## config.mk

```make
export PLATFORM = sky130hd
export DESIGN_NAME = fe_result_merge
export DESIGN_NICKNAME = d
export VERILOG_FILES = /design/src/secp256k1_pkg.sv /design/src/fe_result_merge.sv
export VERILOG_INCLUDE_DIRS = /design/src
export SDC_FILE = /design/constraint.sdc
export NUM_CORES = 1
export LEC_CHECK = 0
export BUFFER_PORTS_ARGS = -buffer_cell sky130_fd_sc_hd__buf_4
export CAP_MARGIN = 10
export CORE_AREA = 2 2 316 318
export CTS_CLUSTER_SIZE = 20
export DETAILED_ROUTE_END_ITERATION = 7
export DIE_AREA = 0 0 318 320
export GPL_ROUTABILITY_DRIVEN = 1
export PLACE_DENSITY = 0.43
export SKIP_CTS_REPAIR_TIMING = 1
export SYNTH_ARGS = -nofsm -noshare
export SYNTH_HDL_FRONTEND = slang
export SYNTH_SLANG_ARGS = --single-unit
```

## constraint.sdc

```tcl
create_clock -name i_clk -period 16.8 [get_ports i_clk]
set_clock_uncertainty 0.2 [all_clocks]
set_input_delay 0.84 -clock i_clk [delete_from_list [all_inputs] [get_ports i_clk]]
set_output_delay 0.84 -clock i_clk [all_outputs]
set_load 0.01 [all_outputs]
```

## src/fe_defs.svh

```systemverilog
// shared width and build option macros for the field arithmetic unit
`ifndef FE_DEFS_SVH
`define FE_DEFS_SVH

// control tag width carried next to every operation
`define FE_CTL_BITS 8

// reducer fold style, 1 picks the multiplier operator and 0 the shift-add sum
`define FE_USE_MULT 0

`endif
```

## src/secp256k1_pkg.sv

```systemverilog
// field element type, wide product union, prime and fold constants for secp256k1
package secp256k1_pkg;

  typedef logic [255:0] fe_t; // one field element

  // a 512-bit product seen flat or split into halves for the fold
  typedef struct packed {
    fe_t hi; // upper 256 bits, multiplied by the fold constant
    fe_t lo; // lower 256 bits, added straight in
  } wide_half_t;

  typedef union packed {
    logic [511:0] flat; // whole word for compares against p
    wide_half_t   half; // hi/lo view for the fold
  } wide_u;

  // p = 2^256 - 2^32 - 977
  localparam fe_t p_eq =
    256'hFFFFFFFF_FFFFFFFF_FFFFFFFF_FFFFFFFF_FFFFFFFF_FFFFFFFF_FFFFFFFE_FFFFFC2F;

  // 2^256 mod p, so hi * 2^256 folds down to hi * fold_c
  localparam fe_t fold_c = 256'h1_0000_03D1;

endpackage

```

## src/fe_result_merge.sv

```systemverilog
// output register that merges both path results and makes the pipeline advance strobe
`include "fe_defs.svh"

module fe_result_merge #(
  parameter int CTL_BITS = `FE_CTL_BITS
) (
  input  logic                  i_clk,
  input  logic                  i_rst,
  input  logic                  i_mul_val,
  input  secp256k1_pkg::fe_t    i_mul_dat,
  input  logic [CTL_BITS-1:0]   i_mul_ctl,
  input  logic                  i_mul_err,
  input  logic                  i_as_val,
  input  secp256k1_pkg::fe_t    i_as_dat,
  input  logic [CTL_BITS-1:0]   i_as_ctl,
  input  logic                  i_as_err,
  input  logic                  i_rdy,  // downstream can take a result
  output logic                  o_adv,  // whole pipeline moves when high
  output logic                  o_val,
  output secp256k1_pkg::fe_t    o_dat,
  output logic [CTL_BITS-1:0]   o_ctl,
  output logic                  o_err
);

  // the output register is free when empty or being drained this cycle
  assign o_adv = ~o_val | i_rdy;

  always_ff @(posedge i_clk) begin
    if (o_adv) begin
      o_dat <= i_mul_val ? i_mul_dat : i_as_dat; // equal latency keeps issue order
      o_ctl <= i_mul_val ? i_mul_ctl : i_as_ctl;
    end
  end

  always_ff @(posedge i_clk) begin
    if (i_rst) begin
      o_val <= 1'b0;
      o_err <= 1'b0;
    end else if (o_adv) begin
      o_val <= i_mul_val | i_as_val;
      // a collision of both paths means the pipeline lost sync
      o_err <= (i_mul_val & i_mul_err) | (i_as_val & i_as_err) | (i_mul_val & i_as_val);
    end
  end

endmodule

```

* Word level (Yosys, flattened, before mapping) *
Index checks and enable logic that the tools add are counted.

cells by class
  bitwise logic cells = 8
  muxes and demuxes = 2

operator list
  operator       number
  $mux W256      1
  $mux W8        1
  $or A1 B1 Y1   4
  $and A1 B1 Y1  3
  $not A1 Y1     1

storage, ports and cells
  output and inout bits = 267
  bits in registers = 266

* Logic depth before layout (Yosys ltp) *
Gate-level depths: netlist (run 1).

  word-level depth = 3
  gate-level depth with buffers = 5
  gate-level depth less buffers = 2

* Worst setup path before layout (run 1) *
OpenSTA, ideal clock, no wires.

  path kind = input port to flip-flop
  start = input port i_rdy
  end = register o_err
  buffers on the path = 0
  cell stages on the path = 2
  library setup time = 0.471 ns
  arrival time = 7.743 ns
  path slack = 8.386 ns
  path through = nand2b_1 > a311oi_2

on the way
  longest elaborated chain between the ends = 1

RTL lines
  what                  RTL line               text
  from (decl)           fe_result_merge.sv:17  input logic i_rdy,
  $or A1 B1 Y1          fe_result_merge.sv:26  assign o_adv = ~o_val | i_rdy;
  to (signal assigned)  fe_result_merge.sv:42  o_err <= (i_mul_val & i_mul_err) | (i_as_val & i_as_err) | (i_mul_val & i_as_val);
  to (decl)             fe_result_merge.sv:22  output logic o_err

Every way passes these cells.
A chain may end at the register's enable or synchronous reset.

* Final worst setup path (run 1) *
  start = input port i_mul_val
  end = register o_dat[3] (data pin)

on the way
  longest elaborated chain between the ends = 1

RTL lines
  what                  RTL line               text
  from (decl)           fe_result_merge.sv:9   input logic i_mul_val,
  $mux W256             fe_result_merge.sv:30  o_dat <= i_mul_val ? i_mul_dat : i_as_dat;
  to (signal assigned)  fe_result_merge.sv:30
  to (decl)             fe_result_merge.sv:20  output secp256k1_pkg::fe_t o_dat,

Every way passes these cells.

==> results of run 1 <==
Yosys cell counts:
library cell / instances / area [um^2]
a21oi_1: 1 / 5.00
mux2_4: 238 / 3570
edfxtp_1: 264 / 7930
buf_4: 1 / 7.51
o21ai_2: 1 / 8.76
buf_12: 1 / 20.0
nand2_1: 1 / 3.75
nor2_1: 1 / 3.75
a311oi_2: 1 / 15.0
nand2b_1: 1 / 6.26
buf_2: 2 / 10.0
mux2_2: 26 / 293
dfxtp_1: 2 / 40.0
buf_6: 26 / 293
nor3b_1: 1 / 7.51
worst reg2reg max path, stage by stage (launching register included):
cell and delay [ns]:
dfxtp_1 0.34, nand2b_4 0.45, buf_4 0.76, buf_4 0.83
area by class of cell:
type                            count  area, um^2
Antenna cell                        1        2.50
Clock buffer                       42         945
Clock inverter                     22         234
Fill cell                       10500       77200
Multi-Input combinational cell    271        3920
Sequential cell                   266        7970
Tap cell                         1287        1610
Timing Repair Buffer              808        6090
worst min-delay path by stage:
stage / startpoint / end / slack, ns / depth (start not counted)
after floorplan: o_err / o_err / 0.46 / 2
after global placement: o_err / o_err / 0.53 / 2
after detailed placement: o_err / o_err / 0.50 / 2
after CTS: i_rst / o_err / 0.19 / 2
after global routing: i_rst / o_err / 0.20 / 2
final: i_rst / o_err / 0.26 / 2
registers in the layout, summed over array words and instances, names as in the netlist:
name   count
o_ctl      8
o_dat    256
o_err      1
o_val      1
cells in the final DEF, fill, tap and decap left out:
cell type,n
a311oi_2,1
clkinv_1,10
diode_2,1
clkbuf_16,37
bufinv_16,5
nor2_1,1
edfxtp_1,264
mux2_2,26
buf_4,806
buf_8,1
dfxtp_1,2
nand2b_4,1
nor3b_1,1
mux2_4,238
nand2_1,1
o21ai_2,1
a21oi_1,1
clkinv_2,4
inv_6,3
buf_12,1
clkbuf_1,5
metal layers:
metal,track usage [%],vias to the layer above,wire (um)
met5,0,-,24
met4,2.35,4,959
met2,18.7,478,28700
met1,10.9,4040,19800
met3,4.98,61,5770
li1,-,3877,-
cell families after synthesis:
group / Yosys count
compound gates: 3
buf+inv: 30
flops: 266
mux: 264
simple gates: 4
power groups by stage:
stage / registers [mW] / logic (mW) / clock network, mW
final: 0.828 / 0.369 / 0.788
after global routing: 0.835 / 0.393 / 0.847
after CTS: 0.831 / 0.382 / 0.822
after detailed placement: 0.843 / 0.380 / 0
after global placement: 0.844 / 0.378 / 0
after floorplan: 0.875 / 0.110 / 0
per-stage QoR:
step                      area, um^2  std cells  hold slack, ns  worst slack, ns
after floorplan                12200        567           0.462             8.39
after global placement         19600       2632           0.528            12.86
after detailed placement       19600       2632           0.503            12.79
after CTS                      20800       2696           0.189            13.42
after global routing           20800       2696           0.202            13.26
final                          20800       2697           0.255            13.33
==> flow_summary_export.csv, run 1 <==
group,metric,value,unit
clocking,max-clock-path-buffers,3,
worst_setup_path,r2r-end,"o_dat[13]",
sta,min_period,3.47,ns
synth,synthCells,567,
worst_setup_path,crit_chain,"buf_8 > buf_4 > buf_4 > mux2_2",
worst_setup_path,critical_path.top_delay_family,"buffers and inverters",
routing,wirelength,55200,um
worst_hold_path,hold_path.class,"primary input to register",
routing,dr.first_iter.drc_count,288,
worst_setup_path,crit_top_cell,"buf_4",
sta,hold_viol,0,
pwr,switching_share,24.3,%
clocking,clock_latency,0.55,ns
synth,yosys.area_share.simple,0.174,%
worst_setup_path,worstReg2RegStart,"o_val",
synth,ys_warn_count,0,
cells_and_area,final_nets,1918,
floorplanning,start_util,12.5,%
synth,synth_top_family_by_area,"multiplexers",
worst_setup_path,cp-end-kind,"register",
sta,fmax,289,MHz
routing,firstDrtPassIters,4,
synth,synth.area.mux_share,31.7,%
worst_setup_path,crit_end,"o_dat[3]",
grt,grt_pass1_wl,74400,um
floorplanning,coreArea,0.0980,mm^2
clocking,clk_pin_slew_worst_paths,0.05,ns
grt,grt_start_max_net_pins,103,
floorplanning,std_cell_rows,115,
floorplanning,io_pins,802,
sta,relSlewSlack,30.9,%
pwr,peakVddDrop,0.0504,mV
grt,grtUsageTotal,10.4,%
synth,yosys.area_share.adder,0,%
worst_setup_path,critPathLaunch,"i_mul_val",
worst_setup_path,r2r_slack,13.69,ns
routing,drc,0,
clocking,cts_root_buf,"clkbuf_16",
pwr,power.density,95.6,mW/mm^2
grt,gr-total-overflow,0,
pwr,p_int,1.50,mW
place,post-dp-hpwl,45100,um
run,drv_cap,0,
clocking,h-tree-depth,2,
worst_setup_path,start_kind,"primary input",
worst_setup_path,path_class,"primary input to register",
worst_setup_path,critPathBufInv,3,
routing,ant_nets,0,
pwr,p_leak,9.27,nW
pwr,share_seq_of_total_power,41.7,%
clocking,cts_tree,"yes",
sta,worst_slew_pin_slew,1.04,ns
clocking,cts_sinks,266,
synth,syn_area_per_cell,21.5,um^2
routing,viasPerCell,3.14,
clocking,cts_buffers,36,
pwr,fin_total_pwr,1.98,mW
synth,synth_xor_area_share,0,%
synth,syn-num-nets,1102,
cells_and_area,synthToLayoutAreaGrowth,70.0,%
routing,avgRoutedWirePerCell,20.5,um
synth,synth_area,0.0122,mm^2
synth,seq_area_frac_synth,65.2,%
sta,finalCritPeriodShare,20.6,%
grt,grt_pass1_vias,9535,
pwr,netSwitchingPower,0.483,mW
synth,ys_ff_latch,266,
cells_and_area,drive_gt1_share,79.8,%
worst_setup_path,worstRegToRegCells,3,
sta,setup_viol,0,
floorplanning,die_h,320,um
place,io_buffers,801,
worst_setup_path,worstPathRequired,16.91,ns
sta,slew_viol_final,0,
worst_setup_path,crit_slowest_cell,"buf_4",
sta,rsz0062_at_grt,"false",
worst_setup_path,cp.arrival,3.57,ns
routing,vias,8460,
pwr,combPwrFrac,18.6,%
worst_setup_path,cp.depth,4,
sta,setup_tns,0,ns
synth,ys_types,15,
cells_and_area,final_util,21.2,%
place,gp_congestion,0.802,
worst_setup_path,max_stage_delay,0.74,ns
synth,synth_compound_area_share,0.236,%
floorplanning,die_area,0.102,mm^2
pwr,power_frac_clock,39.7,%
status,status,"completed",
worst_setup_path,cp_max_fo,82,
floorplanning,die_w,318,um
grt,antenna_found_initial,2,
(Power assumes the default switching activity.)
==> run 2: changes to the inputs <==
- CORE_AREA: 2 2 316 318 -> 2 2 314 316
- DIE_AREA: 0 0 318 320 -> 0 0 316 318
- PLACE_DENSITY: 0.43 -> 0.44
- clock period: 16.8 -> 3.15 ns (I/O delays scaled with it)
==> flow_summary_export.csv, run 2 (synthesis results as in run 1) <==
group,metric,value,unit
routing,ant_nets,0,
clocking,max-clock-path-buffers,3,
cells_and_area,stdcell_count,3253,
clocking,cts_root_buf,"clkbuf_16",
worst_setup_path,max_stage_delay,0.40,ns
place,pre_cts_ws,1.14,ns
run,drv_cap,0,
worst_setup_path,crit_slowest_cell,"dfxtp_1",
worst_setup_path,crit_top_cell,"buf_4",
pwr,power.density,412,mW/mm^2
sta,setup_viol,0,
routing,firstDrtPassIters,4,
sta,hold_viol,0,
worst_setup_path,cp_max_fo,29,
cells_and_area,top_regs,"o_dat: 256 flops, o_ctl: 8 flops",
worst_setup_path,worstPathRequired,2.79,ns
grt,gr-total-overflow,0,
worst_setup_path,start_kind,"register",
worst_setup_path,cp.arrival,1.80,ns
grt,antenna_found_initial,0,
worst_setup_path,critPathLaunch,"o_val",
place,gp_congestion,0.768,
routing,met2WireLength,28400,um
worst_setup_path,critPathBufInv,2,
floorplanning,die_w,316,um
worst_setup_path,critical_path.top_delay_family,"buffers and inverters",
routing,vias,10600,
clocking,cts_sinks,266,
grt,grt_start_max_net_pins,63,
status,status,"completed",
worst_hold_path,min_from,"i_rst",
routing,avgRoutedWirePerCell,16.1,um
pwr,peakVddDrop,0.299,mV
floorplanning,std_cell_rows,115,
place,placedCellCount,2661,
clocking,clk_pin_slew_worst_paths,0.05,ns
sta,min_period,2.16,ns
cells_and_area,largest_reg_flops,256,
sta,worst_slew_pin_slew,0.884,ns
sta,setup_tns,0,ns
routing,dr.first_iter.drc_count,384,
grt,grt_pass1_wl,65200,um
worst_setup_path,cp-end-kind,"output pin",
cells_and_area,final_util,26.9,%
cells_and_area,antenna-diode-count,0,
pwr,p_leak,11.6,nW
routing,wirelength,52500,um
sta,holdWs,0.144,ns
clocking,h-tree-depth,2,
place,dpl_cell_area,0.0199,mm^2
routing,viasPerCell,3.27,
cells_and_area,largest_register,"o_dat",
cells_and_area,drive_gt1_share,58.4,%
floorplanning,coreArea,0.0974,mm^2
cells_and_area,layout_common_cells,"buf_4 (830), dlygate4sd3_1 (531), edfxtp_1 (264), mux2_4 (238), clkbuf_16 (37)",
sta,fmax,463,MHz
cells_and_area,synthToLayoutAreaGrowth,115,%
cells_and_area,final_nets,2477,
floorplanning,io_pins,802,
sta,slew_viol_final,0,
clocking,cts_tree,"yes",
worst_setup_path,path_class,"register to output pin",
worst_hold_path,hold_path.class,"primary input to register",
sta,rsz0062_at_grt,"false",
pwr,fin_total_pwr,10.8,mW
floorplanning,die_h,318,um
place,post-dp-hpwl,39000,um
place,io_buffers,801,
sta,finalWorstSetupSlack,0.989,ns
grt,grtUsageTotal,9.07,%
cells_and_area,final_common_cell,"buf_4",
sta,finalCritPeriodShare,68.6,%
worst_setup_path,worstReg2RegStart,"o_val",
floorplanning,start_util,12.5,%
clocking,cts_buffers,35,
cells_and_area,fin_area,0.0262,mm^2
worst_setup_path,crit_chain,"nand2b_4 > buf_4 > buf_4",
sta,relSlewSlack,41.1,%
routing,drc,0,
routing,top_layer_used,"met4",
worst_setup_path,r2r_slack,1.24,ns
routing,routed-wl-met3,4580,um
grt,grt_pass1_vias,9484,
floorplanning,die_area,0.100,mm^2
routing,met1_length,18400,um
clocking,clock_latency,0.55,ns
-- run 2: power by group --
group	leakage [nW]	switching, mW	internal [mW]
Sequential	2.73	0.125	4.28
Combinational	8.34	0.869	1.73
Clock	0.518	1.57	2.22
Total	11.6	2.56	8.24
-- run 2: cell type report --
class,count,area (um^2)
fillers,9949,71200
multi-input cells,271,3920
clock buffers,49,971
well taps,1287,1610
repair buffers,1368,11700
clock inverters,12,83.8
flip-flops and latches,266,7970
-- run 2: worst paths after layout --
kind | endpoint | depth (start not counted)
max | o_adv | 3
max reg2reg | o_err | 3
min reg2reg | o_val | 2
min | o_val | 3
-- run 2: metal layers --
metal  vias to the layer above  GRT usage [%]
met1                      5107           9.09
met3                        50           3.74
li1                       4996              -
met2                       475           16.9
met4                         0           2.64
met5                         -              0
-- run 2: tightest hold or removal path: stages --
cell           delay (ns)
dlygate4sd3_1        0.54
buf_4                0.12
a21oi_1              0.04
==> run 3: changes to the inputs <==
- ABC_AREA: default -> 1
- CORE_AREA: 2 2 314 316 -> 2 2 312 314
- DIE_AREA: 0 0 316 318 -> 0 0 314 316
- PLACE_DENSITY: 0.44 -> 0.42
- clock period: 3.15 -> 2.15 ns (I/O delays scaled with it)
==> flow_summary_export.csv, run 3 <==
group,metric,value,unit
routing,avgRoutedWirePerCell,17.8,um
place,dpl_cell_area,0.0191,mm^2
routing,firstDrtPassIters,5,
worst_setup_path,worstPathRequired,2.38,ns
place,placedCellCount,3189,
pwr,peakVddDrop,0.414,mV
synth,synthCells,1131,
floorplanning,coreArea,0.0960,mm^2
synth,ys_ff_latch,266,
worst_setup_path,cp_max_fo,2,
clocking,max-clock-path-buffers,3,
routing,dr.first_iter.drc_count,661,
floorplanning,die_h,316,um
worst_hold_path,hold_path.class,"primary input to register",
cells_and_area,final_common_cell,"buf_4",
synth,synth-edff-count,264,
synth,synth_area,0.0113,mm^2
synth,yosysMostFrequentCell,"nand2_1",
floorplanning,die_area,0.0992,mm^2
cells_and_area,synthToLayoutAreaGrowth,128,%
worst_setup_path,crit_slowest_cell,"dlygate4sd3_1",
clocking,clk_pin_slew_worst_paths,0.06,ns
sta,worst_slew_pin_slew,0.834,ns
place,io_buffers,801,
clocking,cts_sinks,266,
floorplanning,die_w,314,um
run,drv_cap,0,
clocking,cts_buffers,35,
routing,viasPerCell,3.47,
sta,min_period,2.04,ns
cells_and_area,top_regs,"o_dat: 256 flops, o_ctl: 8 flops",
sta,relSlewSlack,44.4,%
cells_and_area,drive_gt1_share,35.5,%
place,post-dp-hpwl,52100,um
place,gp_congestion,0.820,
sta,finalCritPeriodShare,95.0,%
routing,vias,13200,
place,pre_cts_ws,0.445,ns
status,failed_checks,"hold timing",
worst_setup_path,max_stage_delay,0.56,ns
cells_and_area,layout_common_cells,"buf_4 (828), nand2_1 (797), dlygate4sd3_1 (551), edfxtp_1 (264), clkbuf_16 (37)",
worst_setup_path,crit_chain,"dlygate4sd3_1 > buf_4 > inv_1 > nand2_1 > dlygate4sd3_1 > nand2_1 > dlygate4sd3_1 > a21oi_1",
worst_setup_path,start_kind,"primary input",
status,status,"finished, violations left",
routing,ant_nets,0,
sta,slew_viol_final,0,
synth,syn_area_per_cell,9.98,um^2
clocking,clock_latency,0.54,ns
sta,rsz0062_at_grt,"false",
synth,ys_top_cells_by_count,"nand2_1 (798), edfxtp_1 (264), buf_2 (56)",
sta,finalWorstSetupSlack,0.108,ns
cells_and_area,fin_area,0.0258,mm^2
synth,ys_async_sr_fraction,0,%
cells_and_area,antenna-diode-count,0,
synth,syn-num-nets,1666,
cells_and_area,largest_register,"o_dat",
clocking,cts_root_buf,"clkbuf_16",
clocking,cts_tree,"yes",
floorplanning,std_cell_rows,114,
synth,synth.area.top_cells,"edfxtp_1 (70%), nand2_1 (27%), buf_2 (2.5%), dfxtp_1 (0.35%), inv_1 (0.17%)",
worst_setup_path,cp-end-kind,"register",
sta,setup_viol,0,
synth,synth-main-ff-cell,"edfxtp_1",
floorplanning,start_util,11.8,%
synth,synth_top_area_share,70.2,%
worst_setup_path,crit_top_cell,"dlygate4sd3_1",
synth,ys_types,10,
grt,grt_start_max_net_pins,134,
grt,gr-total-overflow,0,
synth,seq_area_frac_synth,70.6,%
pwr,power.density,639,mW/mm^2
grt,grt_pass1_vias,10900,
cells_and_area,stdcell_count,3803,
sta,fmax,490,MHz
cells_and_area,final_nets,3036,
floorplanning,io_pins,802,
routing,wirelength,67600,um
cells_and_area,largest_reg_flops,256,
grt,grtUsageTotal,12.0,%
worst_setup_path,cp.arrival,2.28,ns
clocking,h-tree-depth,2,
sta,setup_tns,0,ns
grt,grt_pass1_wl,83700,um
routing,drc,0,
grt,antenna_found_initial,2,
cells_and_area,final_util,26.8,%
synth,ys_warn_count,0,
sta,hold_viol,12,
synth,yosysTopAreaCell,"edfxtp_1",
pwr,p_leak,12.2,nW
worst_setup_path,path_class,"primary input to register",
sta,holdWs,-0.0185,ns
## run 3: changes by cell type in the layout (fill, tap and decap cells not counted), sizes merged, moves of 2 or more
cell         before  now
nand2             1  798
mux2            264    0
dlygate4sd3     531  551
inv               0    9
clkbuf           49   42
buf             837  840
bufinv            1    4
clkinvlp          0    2
## run 3: cells by family (layout without fill, tap and decap cells)
| family | after synthesis | after routing | synth area share, % |
|---|---|---|---|
| and+or+nand+nor | 799 | 799 | 26.6 |
| DFF | 266 | 266 | 70.6 |
| AOI/OAI and AO/OA | 2 | 2 | 0.0997 |
| buffers and inverters | 64 | 1460 | 2.75 |
## run 3: final cells by class
class	count	area, um^2
Tap cell	1276	1600
Clock inverter	21	219
Timing Repair Buffer	1391	12000
Sequential cell	266	7970
Fill cell	10300	70200
Inverter	6	30.0
Multi-Input combinational cell	801	3030
Clock buffer	42	945
## run 3: report_power, final
group,switching (mW),internal [mW]
clock network,2.47,3.64
logic,1.62,2.22
registers,0.227,6.29
total,4.31,12.1
## run 3: worst max-delay path, delay by kind of cell
kind / cells / cell delay [ns]
buffers and inverters: 5 / 1.96
and+or+nand+nor: 2 / 0.15
AOI/OAI and AO/OA: 1 / 0.06
## run 3: path summary, 6_finish.rpt
kind                                   end  slack, ns      from  cells after the start
worst max-delay path                 o_err       0.11  i_as_val                      8
worst max register to register       o_val       0.57     o_val                      4
worst min register to register       o_err       0.53     o_err                      4
worst min-delay path            o_dat[194]      -0.02     i_rdy                      3
## run 3: metrics by stage
| step | hold WS, ns | total power [mW] |
|---|---|---|
| after detailed placement | 0.175 | 9.56 |
| after floorplan | -0.0231 | 7.34 |
| after global placement | 0.171 | 9.57 |
| after CTS | -0.433 | 15.8 |
| final | -0.0185 | 16.5 |
| after global routing | 0.00641 | 17.2 |
## run 3: metal layers
layer  up-vias  track usage (%)  routed length (um)
li1       6377                -                   -
met1      6172             13.7               26300
met2       556             22.1               35600
met3        70             3.46                4250
met4         4             2.93                1440
met5         -                0                  27
